### src/verilog/jpeg_capture_pkg.sv
// jpeg capture package with shared sizes, datapath structs and the controller state encoding
package jpeg_capture_pkg;

    localparam int unsigned pix_w     = 8;   // bits per colour component after trimming
    localparam int unsigned x_size_w  = 11;  // line length input width
    localparam int unsigned y_size_w  = 10;  // frame height input width
    localparam int unsigned addr_w    = 16;  // byte address width
    localparam int unsigned max_shift = 7;   // compression factor clamp

    // trimmed sensor pixel
    typedef struct packed {
        logic [pix_w-1:0] r;
        logic [pix_w-1:0] g;
        logic [pix_w-1:0] b;
    } rgb_pixel_t;

    // converted pixel, y goes out first in the byte stream
    typedef struct packed {
        logic [pix_w-1:0] y;
        logic [pix_w-1:0] cb;
        logic [pix_w-1:0] cr;
    } ycc_pixel_t;

    typedef struct packed {
        ycc_pixel_t ycc;
        logic       last;  // final pixel of the frame
    } qpix_t;

    typedef struct packed {
        logic [31:0]       data;
        logic [addr_w-1:0] addr;
        logic              last;
    } out_word_t;

    typedef enum logic [2:0] {
        idle,
        clear,
        wait_frame_start,
        compress,
        image_valid
    } capture_state_t;

endpackage

### src/verilog/byte_packer.sv
// byte packer that turns y, cb, cr bytes into addressed 32-bit words and flushes the tail
`timescale 1ns/10ps

module byte_packer
    import jpeg_capture_pkg::*;
(
    input  logic              jpeg_fast_clock_in,
    input  logic              jpeg_fast_reset_n_in,
    input  logic              pipe_clear,
    input  qpix_t             qpix,
    input  logic              qpix_valid,
    output out_word_t         word,
    output logic              word_valid,
    output logic [addr_w-1:0] byte_count
);

    logic [23:0]       pend_q;     // pending bytes, lane 0 lowest
    logic [1:0]        lane_cnt;   // number of pending bytes
    logic              flush_q;    // tail word still owed after the last pixel
    logic [addr_w-1:0] word_addr;
    logic [23:0]       pend_keep;
    logic [23:0]       new_bytes;
    logic [47:0]       merged;
    logic [2:0]        total;

    always_comb begin
        pend_keep = pend_q & ~({24{1'b1}} << {lane_cnt, 3'b000});  // drop stale lanes
        new_bytes = {qpix.ycc.cr, qpix.ycc.cb, qpix.ycc.y};
        merged    = ({24'd0, new_bytes} << {lane_cnt, 3'b000}) | {24'd0, pend_keep};
        total     = {1'b0, lane_cnt} + 3'd3;
    end

    always_ff @(posedge jpeg_fast_clock_in) begin
        if (!jpeg_fast_reset_n_in || pipe_clear) begin
            lane_cnt   <= '0;
            flush_q    <= 1'b0;
            word_valid <= 1'b0;
            word_addr  <= '0;
            byte_count <= '0;
        end else begin
            word_valid <= 1'b0;
            flush_q    <= 1'b0;
            if (flush_q) begin
                word_valid <= 1'b1;
                word_addr  <= word_addr + 16'd4;
                lane_cnt   <= '0;
            end else if (qpix_valid) begin
                byte_count <= byte_count + 16'd3;
                if (total[2]) begin  // four or more bytes, a full word goes out
                    word_valid <= 1'b1;
                    word_addr  <= word_addr + 16'd4;
                    lane_cnt   <= total[1:0];
                    flush_q    <= qpix.last && (total[1:0] != 2'd0);
                end else if (qpix.last) begin
                    word_valid <= 1'b1;
                    word_addr  <= word_addr + 16'd4;
                    lane_cnt   <= '0;
                end else begin
                    lane_cnt <= 2'd3;
                end
            end
        end
    end

    always_ff @(posedge jpeg_fast_clock_in) begin
        if (flush_q) begin
            word.data <= {8'd0, pend_keep};  // unused lanes stay zero
            word.addr <= word_addr;
            word.last <= 1'b1;
        end else if (qpix_valid) begin
            word.data <= merged[31:0];
            word.addr <= word_addr;
            word.last <= qpix.last && !(total[2] && (total[1:0] != 2'd0));
            pend_q    <= total[2] ? {8'd0, merged[47:32]} : merged[23:0];
        end
    end

endmodule

### src/verilog/capture_ctrl.sv
// capture controller FSM that arms the datapath for one full frame and flags image completion
`timescale 1ns/10ps

module capture_ctrl
    import jpeg_capture_pkg::*;
(
    input  logic jpeg_fast_clock_in,
    input  logic jpeg_fast_reset_n_in,
    input  logic start_capture_in,
    input  logic frame_valid_in,
    input  logic image_done,
    output logic capture_en,
    output logic pipe_clear,
    output logic image_valid
);

    capture_state_t state;

    always_ff @(posedge jpeg_fast_clock_in) begin
        if (!jpeg_fast_reset_n_in) begin
            state <= idle;
        end else begin
            case (state)
                // hold the datapath cleared until the running frame is over
                clear: begin
                    if (!frame_valid_in) state <= wait_frame_start;
                end
                wait_frame_start: begin
                    if (frame_valid_in) state <= compress;
                end
                compress: begin
                    if (image_done) state <= jpeg_capture_pkg::image_valid;
                end
                default: begin  // idle, or an image is ready
                    if (start_capture_in) state <= clear;
                end
            endcase
        end
    end

    always_comb begin
        capture_en  = (state == wait_frame_start) || (state == compress);
        pipe_clear  = (state == clear);
        image_valid = (state == jpeg_capture_pkg::image_valid);
    end

endmodule

### src/verilog/jpeg_capture_top.sv
// still image capture top level with sensor trimming, capture gating and the encode datapath
`timescale 1ns/10ps

module jpeg_capture_top
    import jpeg_capture_pkg::*;
(
    input  logic                jpeg_fast_clock_in,
    input  logic                jpeg_fast_reset_n_in,
    input  logic                start_capture_in,
    input  logic [9:0]          red_data_in,
    input  logic [9:0]          green_data_in,
    input  logic [9:0]          blue_data_in,
    input  logic                frame_valid_in,
    input  logic                line_valid_in,
    input  logic [3:0]          compression_factor_in,
    input  logic [x_size_w-1:0] x_size_in,
    input  logic [y_size_w-1:0] y_size_in,
    output logic [31:0]         data_out,
    output logic [addr_w-1:0]   address_out,
    output logic                data_valid_out,
    output logic                image_valid_out
);

    logic              capture_en;
    logic              pipe_clear;
    logic              image_done;
    logic              pix_valid;
    rgb_pixel_t        pix;
    ycc_pixel_t        ycc;
    logic              ycc_valid;
    qpix_t             qpix;
    logic              qpix_valid;
    out_word_t         word;
    logic              word_valid;
    logic [addr_w-1:0] byte_count;

    always_comb begin
        pix_valid = capture_en & frame_valid_in & line_valid_in;
        pix.r     = red_data_in[9:2];  // keep the top 8 of 10 bits
        pix.g     = green_data_in[9:2];
        pix.b     = blue_data_in[9:2];
    end

    capture_ctrl u_capture_ctrl (
        .jpeg_fast_clock_in   (jpeg_fast_clock_in),
        .jpeg_fast_reset_n_in (jpeg_fast_reset_n_in),
        .start_capture_in     (start_capture_in),
        .frame_valid_in       (frame_valid_in),
        .image_done           (image_done),
        .capture_en           (capture_en),
        .pipe_clear           (pipe_clear),
        .image_valid          (image_valid_out)
    );

    rgb_to_ycbcr u_rgb_to_ycbcr (
        .jpeg_fast_clock_in   (jpeg_fast_clock_in),
        .jpeg_fast_reset_n_in (jpeg_fast_reset_n_in),
        .pipe_clear           (pipe_clear),
        .pix                  (pix),
        .pix_valid            (pix_valid),
        .ycc                  (ycc),
        .ycc_valid            (ycc_valid)
    );

    ycc_quantizer u_ycc_quantizer (
        .jpeg_fast_clock_in   (jpeg_fast_clock_in),
        .jpeg_fast_reset_n_in (jpeg_fast_reset_n_in),
        .pipe_clear           (pipe_clear),
        .ycc                  (ycc),
        .ycc_valid            (ycc_valid),
        .compression_factor   (compression_factor_in),
        .x_size               (x_size_in),
        .y_size               (y_size_in),
        .qpix                 (qpix),
        .qpix_valid           (qpix_valid)
    );

    byte_packer u_byte_packer (
        .jpeg_fast_clock_in   (jpeg_fast_clock_in),
        .jpeg_fast_reset_n_in (jpeg_fast_reset_n_in),
        .pipe_clear           (pipe_clear),
        .qpix                 (qpix),
        .qpix_valid           (qpix_valid),
        .word                 (word),
        .word_valid           (word_valid),
        .byte_count           (byte_count)
    );

    // the end of image is the last word of the frame
    always_comb begin
        image_done     = word_valid & word.last;
        data_out       = word.data;
        data_valid_out = word_valid;
        address_out    = image_valid_out ? byte_count : word.addr;  // total size once done
    end

endmodule

### src/verilog/rgb_to_ycbcr.sv
// two stage integer rgb to ycbcr converter with offset and saturation
`timescale 1ns/10ps

module rgb_to_ycbcr
    import jpeg_capture_pkg::*;
(
    input  logic       jpeg_fast_clock_in,
    input  logic       jpeg_fast_reset_n_in,
    input  logic       pipe_clear,
    input  rgb_pixel_t pix,
    input  logic       pix_valid,
    output ycc_pixel_t ycc,
    output logic       ycc_valid
);

    logic signed [17:0] r_s, g_s, b_s;  // zero extended components
    logic signed [17:0] prod_q [0:8];   // y, cb, cr rows of three products
    logic               prod_valid_q;
    logic signed [19:0] sum_y, sum_cb, sum_cr;

    function automatic logic [pix_w-1:0] sat8(input logic signed [19:0] v);
        if (v < 0)
            return '0;
        else if (v > 20'sd255)
            return '1;
        else
            return v[pix_w-1:0];
    endfunction

    always_comb begin
        r_s = {10'd0, pix.r};
        g_s = {10'd0, pix.g};
        b_s = {10'd0, pix.b};
    end

    // stage one, coefficient products
    always_ff @(posedge jpeg_fast_clock_in) begin
        prod_q[0] <= r_s * 18'sd77;
        prod_q[1] <= g_s * 18'sd150;
        prod_q[2] <= b_s * 18'sd29;
        prod_q[3] <= r_s * -18'sd43;
        prod_q[4] <= g_s * -18'sd85;
        prod_q[5] <= b_s * 18'sd128;
        prod_q[6] <= r_s * 18'sd128;
        prod_q[7] <= g_s * -18'sd107;
        prod_q[8] <= b_s * -18'sd21;
    end

    // stage two, sum and arithmetic shift by 8
    always_comb begin
        sum_y  = (prod_q[0] + prod_q[1] + prod_q[2]) >>> 8;
        sum_cb = ((prod_q[3] + prod_q[4] + prod_q[5]) >>> 8) + 20'sd128;
        sum_cr = ((prod_q[6] + prod_q[7] + prod_q[8]) >>> 8) + 20'sd128;
    end

    always_ff @(posedge jpeg_fast_clock_in) begin
        ycc.y  <= sat8(sum_y);
        ycc.cb <= sat8(sum_cb);
        ycc.cr <= sat8(sum_cr);
    end

    always_ff @(posedge jpeg_fast_clock_in) begin
        if (!jpeg_fast_reset_n_in || pipe_clear) begin
            prod_valid_q <= 1'b0;
            ycc_valid    <= 1'b0;
        end else begin
            prod_valid_q <= pix_valid;
            ycc_valid    <= prod_valid_q;
        end
    end

endmodule

### src/verilog/ycc_quantizer.sv
// component shift scaling and raster position tracking that marks the frame's last pixel
`timescale 1ns/10ps

module ycc_quantizer
    import jpeg_capture_pkg::*;
(
    input  logic                jpeg_fast_clock_in,
    input  logic                jpeg_fast_reset_n_in,
    input  logic                pipe_clear,
    input  ycc_pixel_t          ycc,
    input  logic                ycc_valid,
    input  logic [3:0]          compression_factor,
    input  logic [x_size_w-1:0] x_size,
    input  logic [y_size_w-1:0] y_size,
    output qpix_t               qpix,
    output logic                qpix_valid
);

    logic [2:0]          shift;
    logic [x_size_w-1:0] col;
    logic [y_size_w-1:0] row;
    logic                end_of_line;

    always_comb begin
        shift = (compression_factor > 4'(max_shift)) ? 3'(max_shift) : compression_factor[2:0];
        end_of_line = (col == x_size - 11'd1);
    end

    // column and row advance on valid pixels only, line gaps don't matter
    always_ff @(posedge jpeg_fast_clock_in) begin
        if (!jpeg_fast_reset_n_in || pipe_clear) begin
            col        <= '0;
            row        <= '0;
            qpix_valid <= 1'b0;
        end else begin
            qpix_valid <= ycc_valid;
            if (ycc_valid) begin
                col <= end_of_line ? '0 : col + 11'd1;
                if (end_of_line) row <= row + 10'd1;
            end
        end
    end

    always_ff @(posedge jpeg_fast_clock_in) begin
        qpix.ycc.y  <= ycc.y >> shift;
        qpix.ycc.cb <= ycc.cb >> shift;
        qpix.ycc.cr <= ycc.cr >> shift;
        qpix.last   <= end_of_line && (row == y_size - 10'd1);
    end

endmodule
### config.mk
export PLATFORM = sky130hd
export DESIGN_NAME = jpeg_capture_top
export DESIGN_NICKNAME = d
export VERILOG_FILES = /design/src/verilog/jpeg_capture_pkg.sv /design/src/verilog/byte_packer.sv /design/src/verilog/capture_ctrl.sv /design/src/verilog/jpeg_capture_top.sv /design/src/verilog/rgb_to_ycbcr.sv /design/src/verilog/ycc_quantizer.sv
export SDC_FILE = /design/constraint.sdc
export NUM_CORES = 1
export LEC_CHECK = 0
export BUFFER_PORTS_ARGS = -buffer_cell sky130_fd_sc_hd__buf_2
export CAP_MARGIN = 20
export CORE_MARGIN = 4
export CORE_UTILIZATION = 34
export CTS_CLUSTER_SIZE = 14
export DETAILED_ROUTE_END_ITERATION = 10
export GPL_TIMING_DRIVEN = 0
export PLACE_DENSITY = 0.5
export SLEW_MARGIN = 20
export SYNTH_ARGS = -nofsm -noshare
export SYNTH_HDL_FRONTEND = slang
export SYNTH_SLANG_ARGS = --single-unit
### constraint.sdc
create_clock -name jpeg_fast_clock_in -period 11.2 [get_ports jpeg_fast_clock_in]
set_input_delay 0.56 -clock jpeg_fast_clock_in [delete_from_list [all_inputs] [get_ports jpeg_fast_clock_in]]
set_output_delay 0.56 -clock jpeg_fast_clock_in [all_outputs]
set_load 0.01 [all_outputs]
==> reports/metrics.sh <==
R2R_END='u_rgb_to_ycbcr.ycc[8]'
DRTANTENNAVIOLNETS=0
TIMING_HOLD_VIOLATIONS_FINAL=0
FLOORPLAN.DIE.WIDTH_UM=255
YOSYSWARNINGS=0
CRIT_PATH_FREQUENT_CELL='inv_1'
YS.FLOP_TYPE='dfxtp_1'
AVG_VIAS_PER_CELL=4.72
CTS_MAX_LEVEL=2
SYNTH_NETS=2603
ANTENNA_VIOLATIONS_BEFORE_REPAIR=2
FLOORPLAN.DIE_AREA_SQ_UM=64900
GRT_SETUP_UNREPAIRED='no'
PATH_MAX_FANOUT=8
AREA.GROWTH.SYNTH_TO_FINAL_PCT=12.8
FINALCRITPERIODSHARE_PCT=42.2
CELLLEAKAGEPOWER_uW=0.0105
POWER_DENSITY_nW_PER_UM2=225
SYN-CELL-AREA_SQ_UM=20700
CTS_ROOT_BUFFER='clkbuf_16'
SYNTHCELLS=2114
PATH_CLK_SLEW_NS=0.06
HOLD_PATH.STARTPOINT='red_data_in[3]'
CP_NUM_BUF_INV=3
COREAREA_SQ_UM=60400
REG2REG_DEPTH=16
START_UTIL_PCT=34.3
DRC_ERRORS=0
GLOBALPLACE.CONGESTION=0.863
MAX_CAP_VIOL_COUNT=0
IO_PINS=110
INITIALDRTVIOLATIONCOUNT=592
DETAILEDROUTE.FIRSTPASSITERATIONCOUNT=5
FRACTION_OF_FINAL_LAYOUT_CELLS_WITH_DRIVE_STRENGTH_GREATER_THAN_1_PCT=10.5
RUN_STATUS='finished, final reports clean'
FINISH.CELL_COUNT_WITHOUT_FILLERS=3059
SYNTH_AREA_PER_CELL_SQ_UM=9.80
WORSTSETUPPATHDEPTH=16
REPORT.FINAL.SLEW_VIOL_COUNT=0
MAX_STAGE_DELAY_NS=0.54
TIMING.REG2REG.SETUP_SLACK_NS=6.47
CRIT_PATH_START_KIND='flip-flop'
TIMING.CRITICAL_PATH.REQUIRED_NS=11.61
SYNTH_ENABLE_FLOP_CELLS=62
TIMING.CRITICAL_PATH.SLOWEST_STAGE_CELL='fa_1'
TRITONCTS='yes'
NUM-NETS-FINAL=2741
CRITICALPATHCATEGORY='flip-flop to flip-flop'
CLOCK.FMAX_GHz=0.211
FIRST_GLOBAL_VIAS=14600
DIE-HEIGHT_UM=255
CRIT_CHAIN='inv_1 -> fa_1 -> inv_1 -> ha_1 -> a211o_1 -> o211ai_1 -> a311oi_1 -> o41ai_2 -> xor2_1 -> inv_1 -> ha_1 -> and3_1 -> o21ai_0 -> o311ai_1 -> nor3_2 -> a21oi_1'
TRITONCTS.NUM_BUFFERS=35
CTSHOLDBUFFERS=0
CTSRESIZECOUNT=0
FILL_CELLS=6073
CLOCK_LATENCY_NS=0.55
PORTBUFFERS=99
YOSYS.CELL_TYPES.COUNT=80
BEGINNING_OF_THE_CRITICAL_PATH='u_rgb_to_ycbcr.prod_q[0][144]'
FINALSETUPVIOLATIONS=0
CTS_NUM_SINKS=293
CTS_POST_SETUP_BUFFERS_INSERTED=0
WIRE_LENGTH_PER_CELL_AFTER_DETAILED_ROUTING_UM=15.7
POST_DETAIL_PLACE_HPWL_MM=38.7
FINALWIRELENGTH_MM=48.0
ASYNC_FLOP_SHARE_PCT=0
SYNTH.FF_LATCH_COUNT=293
WORST_CLOCK_SKEW_NS=0.0166
CAPTURING_ELEMENT_OF_THE_WORST_SETUP_PATH='u_rgb_to_ycbcr.ycc[8]'
GRT_OVERFLOW_TOTAL=0
CPLARGESTDELAYFAMILY='compound AO/OA/AOI/OAI gates'
GRT_USE_TOTAL_PCT=14.9
GLOBAL_ROUTE_WIRE_LENGTH_BEFORE_REPAIR_MM=77.6
SYNTH_AREA_LEADER_CELL='dfxtp_1'
POWER.IR.VDD_WORST_mV=0.111
TIMING_WORST_SLEW_PIN_VALUE_NS=0.995
MAX-SLEW-MARGIN-REL_PCT=33.4
WORST_SETUP_PATH_END_KIND='flip-flop'
SYNTHTOPCELLSBYAREA='dfxtp_1, ha_1, fa_1, edfxtp_1, inv_1'
GRT_MAX_DEGREE=34
SEQUENTIAL_SHARE_OF_THE_SYNTHESIZED_AREA_PCT=31.3
PLACEDCELLCOUNT=2997
CLOCKBUFFERDEPTH=3
PERIOD_MINUS_SLACK_NS=4.73
WORSTHOLDPATHTYPE='input port to flip-flop'
CRIT-REG2REG-LAUNCH='u_rgb_to_ycbcr.prod_q[0][144]'
SETUP-TNS-FINAL_NS=0
ROWS=90
ROUTE.VIAS.TOTAL=14400
SYNTH_TOP_AREA_SHARE_PCT=22.3
CRITICAL_PATH_ARRIVAL_NS=5.14
==> worst min path at each step <==
stage / to / slack (ns) / depth (start not counted)
after floorplan: u_rgb_to_ycbcr.ycc_valid / 0.44 / 1
after global placement: u_rgb_to_ycbcr.ycc_valid / 0.45 / 1
after detailed placement: u_byte_packer.word[45] / 0.47 / 1
final: u_rgb_to_ycbcr.prod_q[0][116] / 0.25 / 1
after global routing: u_rgb_to_ycbcr.prod_q[0][121] / 0.23 / 1
after CTS: u_rgb_to_ycbcr.prod_q[0][121] / 0.23 / 1
==> through the flow <==
stage	power [uW]	util [%]	hold WS (ns)	setup WS, ns	area, sq um
finish	5250	38.7	0.252	6.47	23400
global route	5790	38.7	0.232	6.02	23400
CTS	5330	38.7	0.228	6.47	23400
detailed placement	4180	36.8	0.469	6.34	22200
global placement	4140	36.8	0.453	6.35	22200
floorplan	3520	-	0.437	7.13	20700
==> sequential cells by signal, indices dropped and copies added (netlist names), 2 cells and up <==
| register | flops |
|---|---|
| u_capture_ctrl.state | 3 |
| u_byte_packer.pend_q | 24 |
| u_ycc_quantizer.col | 11 |
| u_byte_packer.byte_count | 16 |
| u_ycc_quantizer.row | 10 |
| u_ycc_quantizer.qpix | 25 |
| u_byte_packer.lane_cnt | 2 |
| u_rgb_to_ycbcr.ycc | 24 |
| u_byte_packer.word | 47 |
| u_rgb_to_ycbcr.prod_q | 112 |
| u_byte_packer.word_addr | 14 |
==> power by group <==
part / switching [uW] / internal (uW)
clock network: 468 / 636
registers: 154 / 1320
logic: 1490 / 1180
==> layout by cell type (no fill, tap or decap), types with 68 or more instances in the layout <==
cell,n
a21oi_1,110
buf_2,102
dfxtp_1,231
fa_1,97
ha_1,332
inv_1,267
nand2_1,110
nor2_1,130
o21ai_0,85
xnor2_1,90
xor2_1,68
==> Yosys cell counts, types with 17 or more instances <==
master	count
a211oi_1	24
buf_4	32
nor2b_1	36
and2_1	19
nor3_1	24
clkbuf_1	40
and3_1	23
o21bai_1	37
nor2_1	130
inv_1	268
nand2_1	110
xor2_1	68
xnor2_1	90
mux2_2	21
o21ai_0	85
ha_1	332
fa_1	97
nand3_1	30
a21oi_1	110
a21o_1	18
edfxtp_1	62
mux2i_1	33
nand2b_1	19
a22o_1	17
dfxtp_1	231
==> logic make-up after synthesis <==
logic type	after synthesis	share of synthesized area (%)
and+or+nand+nor	455	11.0
AOI/OAI and AO/OA	371	11.7
buffers and inverters	353	7.00
adders and majority gates	429	29.4
DFF	293	31.3
xor gates and xnor gates	158	6.68
muxes	55	2.85
==> area by class of cell <==
class	count	area [sq um]	area share, %
antenna	1	2.50	0.0107
buffer	85	444	1.90
clock buffer	43	950	4.07
clock inverter	18	170	0.729
inverter	268	1010	4.31
multi-input combinational	1468	12800	54.7
sequential	293	6490	27.8
tap	782	978	4.19
timing repair buffer	101	543	2.33
==> metal layers <==
| metal | vias to the layer above | wire length (um) | GRT usage (%) |
|---|---|---|---|
| met5 | - | 7 | 0 |
| met4 | 2 | 930 | 3.69 |
| met3 | 58 | 1530 | 2.02 |
| met2 | 191 | 23600 | 26.7 |
| met1 | 6757 | 21900 | 19.2 |
| li1 | 7433 | - | - |
Note: power is estimated with default switching activity, not from simulation.
